### src/verilog/recog_pkg.sv
`default_nettype none

package recog_pkg;

    localparam int CANVAS_W      = 32;
    localparam int CANVAS_PIXELS = 1024;
    localparam int POOL_K        = 4;      // pooling block side
    localparam int FEAT_W        = 8;      // pooled side
    localparam int NUM_FEATS     = 64;
    localparam int NUM_CLASSES   = 10;
    localparam int WB_BIAS_BASE  = 640;    // biases follow the weight block
    localparam int WB_WORDS      = WB_BIAS_BASE + NUM_CLASSES;

    typedef logic [9:0]          canvas_addr_t;  // y in [9:5], x in [4:0]
    typedef logic [5:0]          feat_idx_t;
    typedef logic [3:0]          class_t;
    typedef logic signed [15:0]  weight_t;
    typedef logic signed [23:0]  score_t;
    typedef logic [9:0]          wb_adr_t;

    typedef enum logic [2:0] {
        PH_IDLE,
        PH_READ,
        PH_DENSE,
        PH_DONE
    } phase_e;

    typedef struct packed {
        logic        cyc;
        logic        stb;
        logic        we;
        wb_adr_t     adr;
        logic [15:0] dat;
    } wb_req_t;

    typedef struct packed {
        logic        ack;
        logic [15:0] dat;
    } wb_rsp_t;

    typedef struct packed {
        logic      clear;       // load bias
        logic      accumulate;
        logic      last;        // final feature of the class
        class_t    cls;
        feat_idx_t feat;
    } mac_ctrl_t;

    typedef struct packed {
        logic   valid;
        class_t cls;
        score_t score;
    } class_score_t;

endpackage

`default_nettype wire

### src/verilog/layer_sequencer.sv
`timescale 1ns/1ps
`default_nettype none

module layer_sequencer (
    input  logic                    clk,
    input  logic                    rst,
    input  logic                    start_i,
    output recog_pkg::canvas_addr_t read_addr_o,
    output logic                    read_enable_o,
    output logic                    pending_o,
    output logic                    done_o,
    output logic                    feat_clear_o,
    output recog_pkg::wb_adr_t      rd_adr_o,
    output recog_pkg::mac_ctrl_t    mac_ctrl_o
);
    import recog_pkg::*;

    phase_e       phase;
    canvas_addr_t pix_cnt;
    class_t       cls_cnt;
    logic [6:0]   step;      // 0 bias, 1..64 features, 65 drain
    feat_idx_t    feat;
    logic         dense;
    mac_ctrl_t    ctrl_d;

    assign dense         = (phase == PH_DENSE);
    assign feat          = feat_idx_t'(step - 7'd1);
    assign read_addr_o   = pix_cnt;
    assign read_enable_o = (phase == PH_READ);
    assign pending_o     = (phase == PH_READ) || dense;
    assign done_o        = (phase == PH_DONE) && (step == '0);
    assign feat_clear_o  = (phase == PH_IDLE) && start_i;
    assign rd_adr_o      = (step == '0 || step > NUM_FEATS) ?
                           wb_adr_t'(WB_BIAS_BASE + cls_cnt) : {cls_cnt, feat};

    always_comb begin
        ctrl_d.clear      = dense && (step == '0);
        ctrl_d.accumulate = dense && (step != '0) && (step <= NUM_FEATS);
        ctrl_d.last       = dense && (step == NUM_FEATS);
        ctrl_d.cls        = cls_cnt;
        ctrl_d.feat       = feat;
    end

    always_ff @(posedge clk) begin
        if (rst) begin
            phase      <= PH_IDLE;
            pix_cnt    <= '0;
            cls_cnt    <= '0;
            step       <= '0;
            mac_ctrl_o <= '0;
        end else begin
            mac_ctrl_o <= ctrl_d;  // one behind the address, matches store latency
            case (phase)
                PH_IDLE: begin
                    pix_cnt <= '0;
                    cls_cnt <= '0;
                    step    <= '0;
                    if (start_i) phase <= PH_READ;
                end
                PH_READ: begin
                    pix_cnt <= pix_cnt + 1'b1;
                    if (pix_cnt == canvas_addr_t'(CANVAS_PIXELS - 1)) phase <= PH_DENSE;
                end
                PH_DENSE: begin
                    if (step == NUM_FEATS + 1) begin  // drain cycle
                        step    <= '0;
                        cls_cnt <= cls_cnt + 1'b1;
                        if (cls_cnt == class_t'(NUM_CLASSES - 1)) phase <= PH_DONE;
                    end else begin
                        step <= step + 1'b1;
                    end
                end
                PH_DONE: begin
                    // second cycle carries the result pulse
                    step <= step + 1'b1;
                    if (step != '0) phase <= PH_IDLE;
                end
                default: phase <= PH_IDLE;
            endcase
        end
    end

    // canvas reads never overlap MAC activity
    a_read_without_mac: assert property (@(posedge clk) disable iff (rst)
        read_enable_o |-> !(mac_ctrl_o.clear || mac_ctrl_o.accumulate || mac_ctrl_o.last));

endmodule

`default_nettype wire

### config.mk
export PLATFORM = sky130hd
export DESIGN_NAME = layer_sequencer
export DESIGN_NICKNAME = d
export VERILOG_FILES = /design/src/verilog/recog_pkg.sv /design/src/verilog/layer_sequencer.sv
export SDC_FILE = /design/constraint.sdc
export NUM_CORES = 1
export LEC_CHECK = 0
export BUFFER_PORTS_ARGS = -buffer_cell sky130_fd_sc_hd__buf_4
export CORE_MARGIN = 10
export CORE_UTILIZATION = 48
export CTS_CLUSTER_DIAMETER = 200
export DETAILED_ROUTE_END_ITERATION = 16
export PLACE_DENSITY = 0.75
export SYNTH_ARGS = -nofsm -noshare
export SYNTH_HDL_FRONTEND = slang
export SYNTH_SLANG_ARGS = --single-unit
### constraint.sdc
create_clock -name clk -period 1.9 [get_ports clk]
set_clock_uncertainty 0.05 [all_clocks]
set_input_delay 0.285 -clock clk [delete_from_list [all_inputs] [get_ports clk]]
set_output_delay 0.285 -clock clk [all_outputs]
set_load 0.1 [all_outputs]
-- Yosys cells after proc, flatten, opt, wreduce, memory -nomap -nowiden
Index checks and enable logic that the tools add are counted.
- register bits after elaboration: 37
- output and inout bits: 37
- add/sub/neg operators: 5
- magnitude comparators: 2
- equal/unequal tests: 12
- multiplexer cells: 12
- reduce and logical (&&, ||, !) cells: 16
- operators by type and width (cell ; number):
    7-bit case mux with 3 select lines ; 1
    10-bit case mux with 2 select lines ; 1
    3-bit two-way mux ; 5
    7-bit == test (second input constant) ; 2
    3-bit case mux with 4 select lines ; 1
    10-bit by 1-bit adder with 10-bit output (second input constant) ; 1
    10-bit by 4-bit adder with 10-bit output (first input constant) ; 1
    10-bit == test (second input constant) ; 1
    10-bit two-way mux ; 1
    2-bit by 1-bit inequality test with 1-bit output (second input constant) ; 4
    4-bit case mux with 2 select lines ; 1
    7-bit by 1-bit adder with 7-bit output (second input constant) ; 1
    7-bit > comparator (second input constant) ; 1
    7-bit less-or-equal comparator (second input constant) ; 1
    7-bit logical NOT ; 1
    7-bit two-way mux ; 1
    7-bit nonzero test ; 1
    3-bit by 2-bit == test with 1-bit output (second input constant) ; 2
    1-bit logical AND ; 6
    6-bit by 1-bit subtractor with 6-bit output (second input constant) ; 1
    5-bit AND reduction ; 1
    4-bit by 1-bit adder with 4-bit output (second input constant) ; 1
    4-bit == test (second input constant) ; 1
    4-bit two-way mux ; 1
    7 further kinds ; 9

-- Logic depth before layout (Yosys ltp)
Gate-level depths: netlist of run 1.
- depth in word-level cells: 4
- gate-level depth with buffers: 7
- gate-level depth less buffers: 6

-- Least setup slack after synthesis of run 1
No wires, ideal clock.
- kind: reg2out
- start: register step[2]
- end: output port rd_adr_o[0]
- arrival time: 2.808 ns
- required time: 1.565 ns
- setup slack: -1.243 ns
- stages on the path, launching flop included: 7
- path through: dfxtp_1 -> buf_6 -> nor4_4 -> nand2_2 -> xnor2_2 -> buf_4 -> mux2i_1
- longest elaborated chain between the ends: 3
- elaborated cells on any way between the ends: 4
- classes of those cells: order compare: 1; mux: 1; reduce/logical: 2
- ends and longest elaborated chain (item ; RTL line ; text):
    from (decl) ; layer_sequencer.sv:21 ; logic [6:0] step;
    from (signal assigned) ; layer_sequencer.sv:70 ; step <= step + 1'b1;
    from (signal assigned) ; layer_sequencer.sv:75 ; step <= step + 1'b1;
    7-bit > comparator or 7-bit logical NOT (tied branches) ; layer_sequencer.sv:33 ; assign rd_adr_o = (step == '0 || step > NUM_FEATS) ?
    1-bit logical OR (*) ; layer_sequencer.sv:33 ;
    10-bit two-way mux (*) ; layer_sequencer.sv:33 ;
    to (decl) ; layer_sequencer.sv:13 ; output recog_pkg::wb_adr_t rd_adr_o,
Every way passes the cells marked *; elsewhere a longest branch is shown, timed or not.

-- Final worst setup path of run 1
- start: register step[2]
- end: output port rd_adr_o[2]
- longest elaborated chain between the ends: 3
- elaborated cells on any way between the ends: 5
- classes of those cells: add/sub: 1; order compare: 1; mux: 1; reduce/logical: 2
- ends and longest elaborated chain (item ; RTL line):
    7-bit > comparator or 7-bit logical NOT (tied branches) ; layer_sequencer.sv:33
    1-bit logical OR ; layer_sequencer.sv:33
    10-bit two-way mux (*) ; layer_sequencer.sv:33
Marks and branches as above.

==> results.py, run 1 <==
metrics = {
    "sta": {
        "final-hold-violation-count": 0,
        "period_needed_ps": 2256,
        "fin_ws_ps": -356.0,
        "max_clock_freq_mhz": 443.3,
        "finalCritPeriodShare_pct": 118.7,
        "slew_headroom_pct": 68.52,
        "worst_pin_slew_ps": 470.0,
        "tns_ps": -2996,
        "setup_viol": 10,
        "drv_slew": 0,
        "rsz0062_at_grt": "yes",
    },
    "clocking": {
        "numCtsBuffers": 5,
        "cts_tree": "done",
        "cts_max_level": 2,
        "clkTransAtPathRegs_ps": 70,
        "cts_buffer_depth": 2,
        "clk_latency_ps": 290,
        "cts_root_buf": "clkbuf_8",
        "cts_sinks": 36,
    },
    "yosys": {
        "synth.most_common_cell": "dfxtp_1",
        "netlist_area_um2": 1797,
        "yosysSeqAreaShare_pct": 40.11,
        "netlist.area_leader.share_pct": 40.11,
        "yosysTopAreaCell": "dfxtp_1",
        "synthFlopType": "dfxtp_1",
        "ys_ff_latch": 36,
        "postSynthAreaPerCell_um2": 9.167,
        "synth.yosys.warnings": 0,
        "synth_edf_count": 0,
        "synth.distinct_cells": 40,
        "syn_nets": 211,
        "async_reset_ff_share_pct": 0,
        "synthTopCellsByArea": "dfxtp_1 (40%), ha_1 (8.4%), nor2_1 (4.6%)",
        "syn_inst": 196,
        "synth_common_cells": "dfxtp_1 (36), nor2_1 (22), inv_1 (14)",
    },
    "pwr": {
        "powerDensity_nw_per_um2": 1740,
        "p_leak_nw": 1.119,
        "ir_worst_vdd_mv": 1.284,
    },
    "die": {
        "io_pins": 40,
        "rows": 22,
        "die_area_um2": 6590,
        "die_width_um": 81.18,
        "dieHeight_um": 81.18,
        "core_area_um2": 3633,
        "start_util_pct": 49.45,
    },
    "place": {
        "io_buffers": 39,
        "pre_cts_slack_ps": -79.15,
        "gp_congestion": 0.8551,
        "post-dp-hpwl_um": 3265,
    },
    "route": {
        "drtAntennaViolNets": 0,
        "avgViaCountPerCell": 5.397,
        "routed_wl_um": 4738,
        "drc_errors": 0,
        "drtIter0Drc": 86,
        "via_count": 1646,
        "dr.pass1.iters": 4,
        "wire_per_inst_um": 15.53,
    },
    "setup_path": {
        "critPathMaxStageDelay_ps": 330,
        "slowest_stage": "dfxtp_2",
        "cp-end-kind": "output port",
        "crit_arrival_ps": 1920,
        "start_kind": "register",
        "crit_type": "register to output port",
        "crit_top_cell": "buf_12",
        "crit_chain": "nor4_4, nand2_2, xnor2_4, buf_12, mux2_4, buf_12",
        "cp.required_ps": 1560,
        "crit_fanout": 5,
    },
    "global_route": {
        "grt_start_max_net_pins": 23,
        "gr-total-overflow": 0,
        "grt_use_total_pct": 15.04,
        "grt_pass1_vias": 1562,
        "grt_antenna_before_repair": 0,
        "grt_pass1_wl_um": 7831,
    },
    "layout": {
        "drive_gt1_share_pct": 37.35,
        "area_delta_synth_final_pct": 45.96,
        "nNetsFinal": 271,
        "n_antenna_cell": 0,
    },
    "outcome": {
        "violations": "setup timing",
        "status": "finished with violations",
    },
    "hold_path": {
        "hold_path_class": "input port to register",
    },
    "flow_run": {
        "maxCapViolations": 0,
    },
}
metrics by stage:
step | hold WS, ps | cells | power (W) | utilization, % | cell area (um^2)
after floorplan | 407.7 | 196 | 0.002934 | - | 1858
after global placement | 427.0 | 292 | 0.003456 | 63.12 | 2293
after detailed placement | 446.7 | 292 | 0.003478 | 63.12 | 2293
after CTS | 270.7 | 302 | 0.004521 | 71.32 | 2591
after global routing | 279.2 | 305 | 0.004769 | 72.18 | 2623
final | 281.2 | 305 | 0.004563 | 72.18 | 2623
critical path: cells and delay by family, from the launching register on:
| family | cells | cell delay, ps |
|---|---|---|
| buffers and inverters | 2 | 330 |
| and+or+nand+nor | 2 | 450 |
| DFF | 1 | 330 |
| muxes | 1 | 330 |
| xor gates and xnor gates | 1 | 190 |
path summary, 6_finish.rpt:
check                        start                       end  slack (ps)  cells past startpoint
min                            rst  mac_ctrl_o[7]$_SDFF_PP0_         280                      2
max           step[2]$_SDFFE_PP0P_               rd_adr_o[2]        -360                      6
max reg2reg   step[2]$_SDFFE_PP0P_   cls_cnt[3]$_SDFFE_PP0P_          60                      6
min reg2reg  phase[1]$_SDFFE_PP0P_     phase[1]$_SDFFE_PP0P_         450                      2
power breakdown:
part | switching [W] | internal [W]
Combinational | 0.00198 | 0.00104
Clock | 0.000266 | 0.000389
Sequential | 0.0000524 | 0.000835
area by class of cell:
cell class,instances,area (um^2)
Multi-Input combinational cell,139,1046
Fill cell,260,1011
Clock buffer,6,72.57
Inverter,14,52.55
Timing Repair Buffer,60,620.6
Sequential cell,36,735.7
Clock inverter,2,35.03
Tap cell,48,60.06
routing by layer:
layer  part of all wire, %  global-route usage (%)  vias up
met3                   7.4                   5.077       10
li1                      -                       -      794
met5                     0                       0        -
met4                   2.7                   6.747        0
met2                    50                   24.20       68
met1                    40                   17.78      774
registers in the layout, summed over array words and instances, names as in the netlist:
| signal | flops |
|---|---|
| step | 7 |
| mac_ctrl_o | 13 |
| phase | 2 |
| cls_cnt | 4 |
| read_addr_o | 10 |
placed cells by master, fill, tap and decap left out, types with 4 or more instances in the layout:
cell type and count:
buf_4 47, dfxtp_1 24, nor2_1 22, inv_1 13
buf_12 12, dfxtp_2 12, a21oi_1 10, ha_1 10
xor2_1 8, nand2_1 7, xnor2_1 6, nand3_1 6
o21ai_0 6, clkbuf_8 5, nor3_1 4, nand4_1 4
and2_1 4, a31oi_1 4, or3_1 4
cells by family after synthesis:
| group | count (synthesis) | share of synthesized area (%) |
|---|---|---|
| compound gates | 28 | 10.24 |
| xor+xnor | 15 | 7.730 |
| fa+ha+maj | 12 | 8.356 |
| buf+inv | 21 | 5.501 |
| flops | 36 | 40.11 |
| mux | 7 | 4.039 |
| simple gates | 77 | 24.03 |
what timing repair did:
action / CTS / global route
setup buffers: 1 / 4
cloned: 1 / 0
hold buffers: 0 / 0
setup endpoints to repair: 11 / 12
pin swaps: 3 / 4
gates resized for setup: 38 / 4
Note: power is estimated with default switching activity, not from simulation.
==> run 2, diff against run 1 <==
--- a/config.mk
+++ b/config.mk
@@ -10,7 +10,8 @@
 export CORE_UTILIZATION = 48
 export CTS_CLUSTER_DIAMETER = 200
 export DETAILED_ROUTE_END_ITERATION = 16
-export PLACE_DENSITY = 0.75
+export PLACE_DENSITY_LB_ADDON = 0.1
+export SETUP_SLACK_MARGIN = 0.5
 export SYNTH_ARGS = -nofsm -noshare
 export SYNTH_HDL_FRONTEND = slang
 export SYNTH_SLANG_ARGS = --single-unit
==> results.py, run 2 (synthesis gave the netlist of run 1 again) <==
metrics = {
    "outcome": {
        "status": "finished with violations",
        "violations": "setup timing",
    },
    "global_route": {
        "grt_pass1_wl_um": 8825,
        "grt_start_max_net_pins": 23,
        "gr-total-overflow": 0,
        "grt_antenna_before_repair": 0,
        "grt_pass1_vias": 1796,
        "grt_use_total_pct": 17.12,
    },
    "pwr": {
        "powerDensity_nw_per_um2": 1702,
        "p_leak_nw": 1.225,
        "power_w": 0.005118,
        "ir_worst_vdd_mv": 1.810,
    },
    "sta": {
        "drv_slew": 0,
        "worst_pin_slew_ps": 449.6,
        "rsz0062_at_grt": "yes",
        "slew_headroom_pct": 69.92,
        "final-hold-violation-count": 0,
        "tns_ps": -4194,
        "setup_viol": 22,
        "max_clock_freq_mhz": 431.1,
        "period_needed_ps": 2319,
        "finalCritPeriodShare_pct": 122.1,
        "fin_ws_ps": -419.4,
    },
    "layout": {
        "finish.utilization_pct": 82.78,
        "area_delta_synth_final_pct": 67.41,
        "drive_gt1_share_pct": 53.68,
        "largest_reg_flops": 13,
        "regMostFlops": "mac_ctrl_o",
        "seqCellArea_um2": 764.5,
        "final_cell_mix": "buf_4 (48), dfxtp_1 (21), nor2_1 (15)",
        "multi_input_area_um2": 1230,
        "layout_commonest_cell": "buf_4",
        "nNetsFinal": 286,
        "n_antenna_cell": 0,
        "fill_cells": 193,
    },
    "clocking": {
        "clk_latency_ps": 290,
        "clkTransAtPathRegs_ps": 70,
        "cts_buffer_depth": 2,
        "cts_root_buf": "clkbuf_8",
        "cts_max_level": 2,
        "cts_sinks": 36,
        "numCtsBuffers": 5,
        "cts_tree": "done",
    },
    "setup_path": {
        "cp.required_ps": 1560,
        "crit_family": "simple AND/OR/NAND/NOR gates",
        "cp-end-kind": "output port",
        "crit_cells": 6,
        "ff2ff_path_depth": 11,
        "r2r-end": "step[5]$_SDFFE_PP0P_",
        "start_kind": "register",
        "reg2reg_slack_ps": -90,
        "regToRegStartpoint": "step[2]$_SDFFE_PP0P_",
        "slowest_stage": "dfxtp_2",
        "crit_chain": "nor4_4, nand2_2, xnor2_4, buf_6, mux2_4, buf_12",
        "path_buf_inv": 2,
        "critPathMaxStageDelay_ps": 340,
        "crit_type": "register to output port",
        "crit_fanout": 4,
        "crit_start": "step[2]$_SDFFE_PP0P_",
        "endpoint": "rd_adr_o[3]",
        "crit_arrival_ps": 1980,
    },
    "route": {
        "drtAntennaViolNets": 0,
        "avgViaCountPerCell": 5.647,
        "drc_errors": 0,
        "dr.pass1.iters": 4,
        "via_count": 1807,
        "drtIter0Drc": 169,
        "routed_wl_um": 6393,
        "wire_per_inst_um": 19.98,
    },
    "die": {
        "core_area_um2": 3633,
        "rows": 22,
        "die_width_um": 81.18,
        "start_util_pct": 49.45,
        "dieHeight_um": 81.18,
        "die_area_um2": 6590,
        "io_pins": 40,
    },
    "place": {
        "gp_congestion": 0.8318,
        "pre_cts_slack_ps": -176.4,
        "post-dp-hpwl_um": 3496,
        "io_buffers": 39,
    },
    "flow_run": {
        "maxCapViolations": 0,
    },
    "hold_path": {
        "hold_path_startpoint": "rst",
        "hold_path_class": "input port to register",
    },
}
==> run 2: changes by cell type in the layout (fill, tap and decap cells not counted), sizes merged <==
| cell | previous run | this run |
|---|---|---|
| clkbuf | 6 | 7 |
| clkinvlp | 0 | 1 |
| inv | 14 | 13 |
| bufinv | 1 | 0 |
| buf | 60 | 75 |
==> run 2: final cells by class <==
class	count	area share [%]
Clock buffer	7	3.245
Clock inverter	1	0.1664
Inverter	14	2.121
Multi-Input combinational cell	139	40.89
Sequential cell	36	25.42
Tap cell	48	1.997
Timing Repair Buffer	75	26.16
==> run 2: routing by layer <==
layer,GRT usage [%],wire length (um),vias to the layer above
met4,6.055,259,0
met2,30.89,3352,73
met3,5.077,373,29
li1,-,-,829
met5,0,0,-
met1,18.54,2407,876
==> run 2: stage by stage <==
step	hold WS [ps]	instances	cell area [um^2]
global placement	421.4	295	2366
floorplan	407.7	196	1942
CTS	269.4	315	2843
global route	286.1	320	3008
detailed placement	433.9	295	2366
finish	286.0	320	3008
==> run 2: timing repair <==
action / in CTS / in global routing
gates resized for setup: 70 / 31
hold buffers: 0 / 0
pin swaps: 21 / 9
setup endpoints to repair: 31 / 37
buffers inserted: 12 / 5
==> run 2: report_power, final <==
part	switching, W	leakage [nW]	internal, W
combinational	0.00224	0.869	0.00135
clock	0.000279	0.0534	0.000336
sequential	0.0000739	0.303	0.000841
==> run 2: worst min path at each step <==
stage	to	slack, ps	depth (start not counted)
2_1_floorplan	mac_ctrl_o[12]$_SDFF_PP0_	410	1
3_3_place_gp	phase[1]$_SDFFE_PP0P_	420	2
3_5_place_dp	mac_ctrl_o[12]$_SDFF_PP0_	430	1
4_1_cts	mac_ctrl_o[7]$_SDFF_PP0_	270	2
5_1_grt	mac_ctrl_o[0]$_SDFF_PP0_	290	2
6_report	mac_ctrl_o[7]$_SDFF_PP0_	290	2
==> run 3, diff against run 2 <==
--- a/config.mk
+++ b/config.mk
@@ -6,8 +6,9 @@
 export NUM_CORES = 1
 export LEC_CHECK = 0
 export BUFFER_PORTS_ARGS = -buffer_cell sky130_fd_sc_hd__buf_4
+export CAP_MARGIN = 15
 export CORE_MARGIN = 10
-export CORE_UTILIZATION = 48
+export CORE_UTILIZATION = 53
 export CTS_CLUSTER_DIAMETER = 200
 export DETAILED_ROUTE_END_ITERATION = 16
 export PLACE_DENSITY_LB_ADDON = 0.1
==> constraint.sdc (replaced) <==
create_clock -name clk -period 2.5 [get_ports clk]
set_clock_uncertainty 0.05 [all_clocks]
set_input_delay 0.375 -clock clk [delete_from_list [all_inputs] [get_ports clk]]
set_output_delay 0.375 -clock clk [all_outputs]
set_load 0.1 [all_outputs]
==> results.py, run 3 (synthesis gave the netlist of run 1 again) <==
metrics = {
    "die": {
        "rows": 21,
        "io_pins": 40,
        "die_width_um": 78.23,
        "dieHeight_um": 78.23,
        "die_area_um2": 6119,
        "core_area_um2": 3311,
        "start_util_pct": 54.27,
    },
    "global_route": {
        "grt_start_max_net_pins": 23,
        "grt_pass1_vias": 1684,
        "grt_antenna_before_repair": 0,
        "grt_use_total_pct": 15.95,
        "grt_pass1_wl_um": 8093,
        "gr-total-overflow": 0,
    },
    "setup_path": {
        "critPathMaxStageDelay_ps": 360,
        "start_kind": "register",
        "cp-end-kind": "output port",
        "crit_type": "register to output port",
        "cp.required_ps": 2080,
        "crit_fanout": 6,
        "path_buf_inv": 2,
        "crit_family": "simple AND/OR/NAND/NOR gates",
        "slowest_stage": "dfxtp_4",
        "crit_chain": "nor4_4, nand2_2, xnor2_2, buf_6, mux2_4, buf_12",
        "crit_arrival_ps": 1990,
    },
    "flow_run": {
        "maxCapViolations": 0,
    },
    "clocking": {
        "cts_buffer_depth": 2,
        "clk_latency_ps": 330,
        "cts_max_level": 2,
        "cts_sinks": 36,
        "cts_tree": "done",
        "cts_root_buf": "clkbuf_4",
        "clkTransAtPathRegs_ps": 110,
        "numCtsBuffers": 5,
    },
    "sta": {
        "rsz0062_at_grt": "yes",
        "slew_headroom_pct": 67.99,
        "finalCritPeriodShare_pct": 96.57,
        "fin_ws_ps": 85.82,
        "worst_pin_slew_ps": 478.0,
        "period_needed_ps": 2414,
        "setup_viol": 0,
        "drv_slew": 0,
        "final-hold-violation-count": 0,
        "max_clock_freq_mhz": 414.2,
    },
    "layout": {
        "largest_reg_flops": 13,
        "drive_gt1_share_pct": 35.08,
        "area_delta_synth_final_pct": 39.21,
        "regMostFlops": "mac_ctrl_o",
        "n_antenna_cell": 0,
        "nNetsFinal": 262,
        "layout_commonest_cell": "buf_4",
        "final_cell_mix": "buf_4 (36), dfxtp_1 (26), nor2_1 (22)",
    },
    "route": {
        "wire_per_inst_um": 16.26,
        "drtAntennaViolNets": 0,
        "routed_wl_um": 4780,
        "via_count": 1604,
        "drtIter0Drc": 194,
        "drc_errors": 0,
        "avgViaCountPerCell": 5.456,
        "dr.pass1.iters": 4,
    },
    "outcome": {
        "status": "complete, no violations",
    },
    "pwr": {
        "ir_worst_vdd_mv": 0.5814,
        "p_leak_nw": 1.051,
        "powerDensity_nw_per_um2": 1293,
        "power_w": 0.003233,
    },
    "place": {
        "pre_cts_slack_ps": 201.4,
        "post-dp-hpwl_um": 3168,
        "gp_congestion": 0.8153,
        "io_buffers": 39,
    },
    "hold_path": {
        "hold_path_class": "input port to register",
    },
}
[run 3: cell types whose count changed in the layout (fill, tap and decap cells not counted), sizes merged]
cell / previous run / this run
buf: 75 / 51
clkbuf: 7 / 8
clkinv: 1 / 0
clkinvlp: 1 / 0
inv: 13 / 14
[run 3: layout make-up]
| type | count | area (um^2) |
|---|---|---|
| inverters | 14 | 52.55 |
| flip-flops and latches | 36 | 738.2 |
| multi-input cells | 139 | 1059 |
| fillers | 243 | 809.5 |
| clock buffers | 8 | 58.81 |
| well taps | 46 | 57.56 |
| repair buffers | 51 | 535.5 |
[run 3: report_power, final]
| part | switching, W | internal, W | leakage [nW] | total (W) |
|---|---|---|---|---|
| clock network | 0.000181 | 0.000139 | 0.0326 | 0.000320 |
| logic | 0.00150 | 0.000740 | 0.720 | 0.00224 |
| registers | 0.0000396 | 0.000633 | 0.298 | 0.000672 |
[run 3: final timing paths]
kind / endpoint / slack, ps / cells past startpoint / from
max: rd_adr_o[2] / 90 / 6 / step[3]$_SDFFE_PP0P_
min reg2reg: phase[1]$_SDFFE_PP0P_ / 460 / 2 / phase[1]$_SDFFE_PP0P_
max reg2reg: phase[0]$_SDFFE_PP0P_ / 550 / 6 / phase[0]$_SDFFE_PP0P_
min: mac_ctrl_o[6]$_SDFF_PP0_ / 320 / 2 / rst
[run 3: per-stage QoR]
stage | hold WS (ps) | TNS [ps] | instances | utilization (%) | instance area (um^2)
after floorplan | 407.7 | 0 | 196 | - | 1853
after global placement | 428.6 | 0 | 276 | 65.50 | 2168
after detailed placement | 445.2 | 0 | 276 | 65.50 | 2168
after CTS | 314.6 | 0 | 292 | 74.68 | 2472
after global routing | 323.0 | -32.11 | 294 | 75.55 | 2501
final | 320.0 | 0 | 294 | 75.55 | 2501
[run 3: routing by layer]
metal | share of wire [%] | up-vias | global-route usage, %
met5 | 0 | - | 0
met4 | 1.8 | 0 | 4.122
met3 | 8.5 | 9 | 6.264
met2 | 49 | 70 | 27.96
met1 | 41 | 752 | 17.54
li1 | - | 773 | -
[run 3: timing repair]
action,in CTS,in global routing
hold buffers,0,0
cloned,1,0
setup buffers,7,2
gates resized for setup,50,5
setup endpoints to repair,11,14
pin swaps,3,3
[run 3: worst register-to-register path: stages, from the launching register on]
cell and delay, ps:
dfxtp_1 370, inv_1 100, ha_1 320, inv_1 170, a31oi_1 410, and4b_1 300
mux2i_1 130
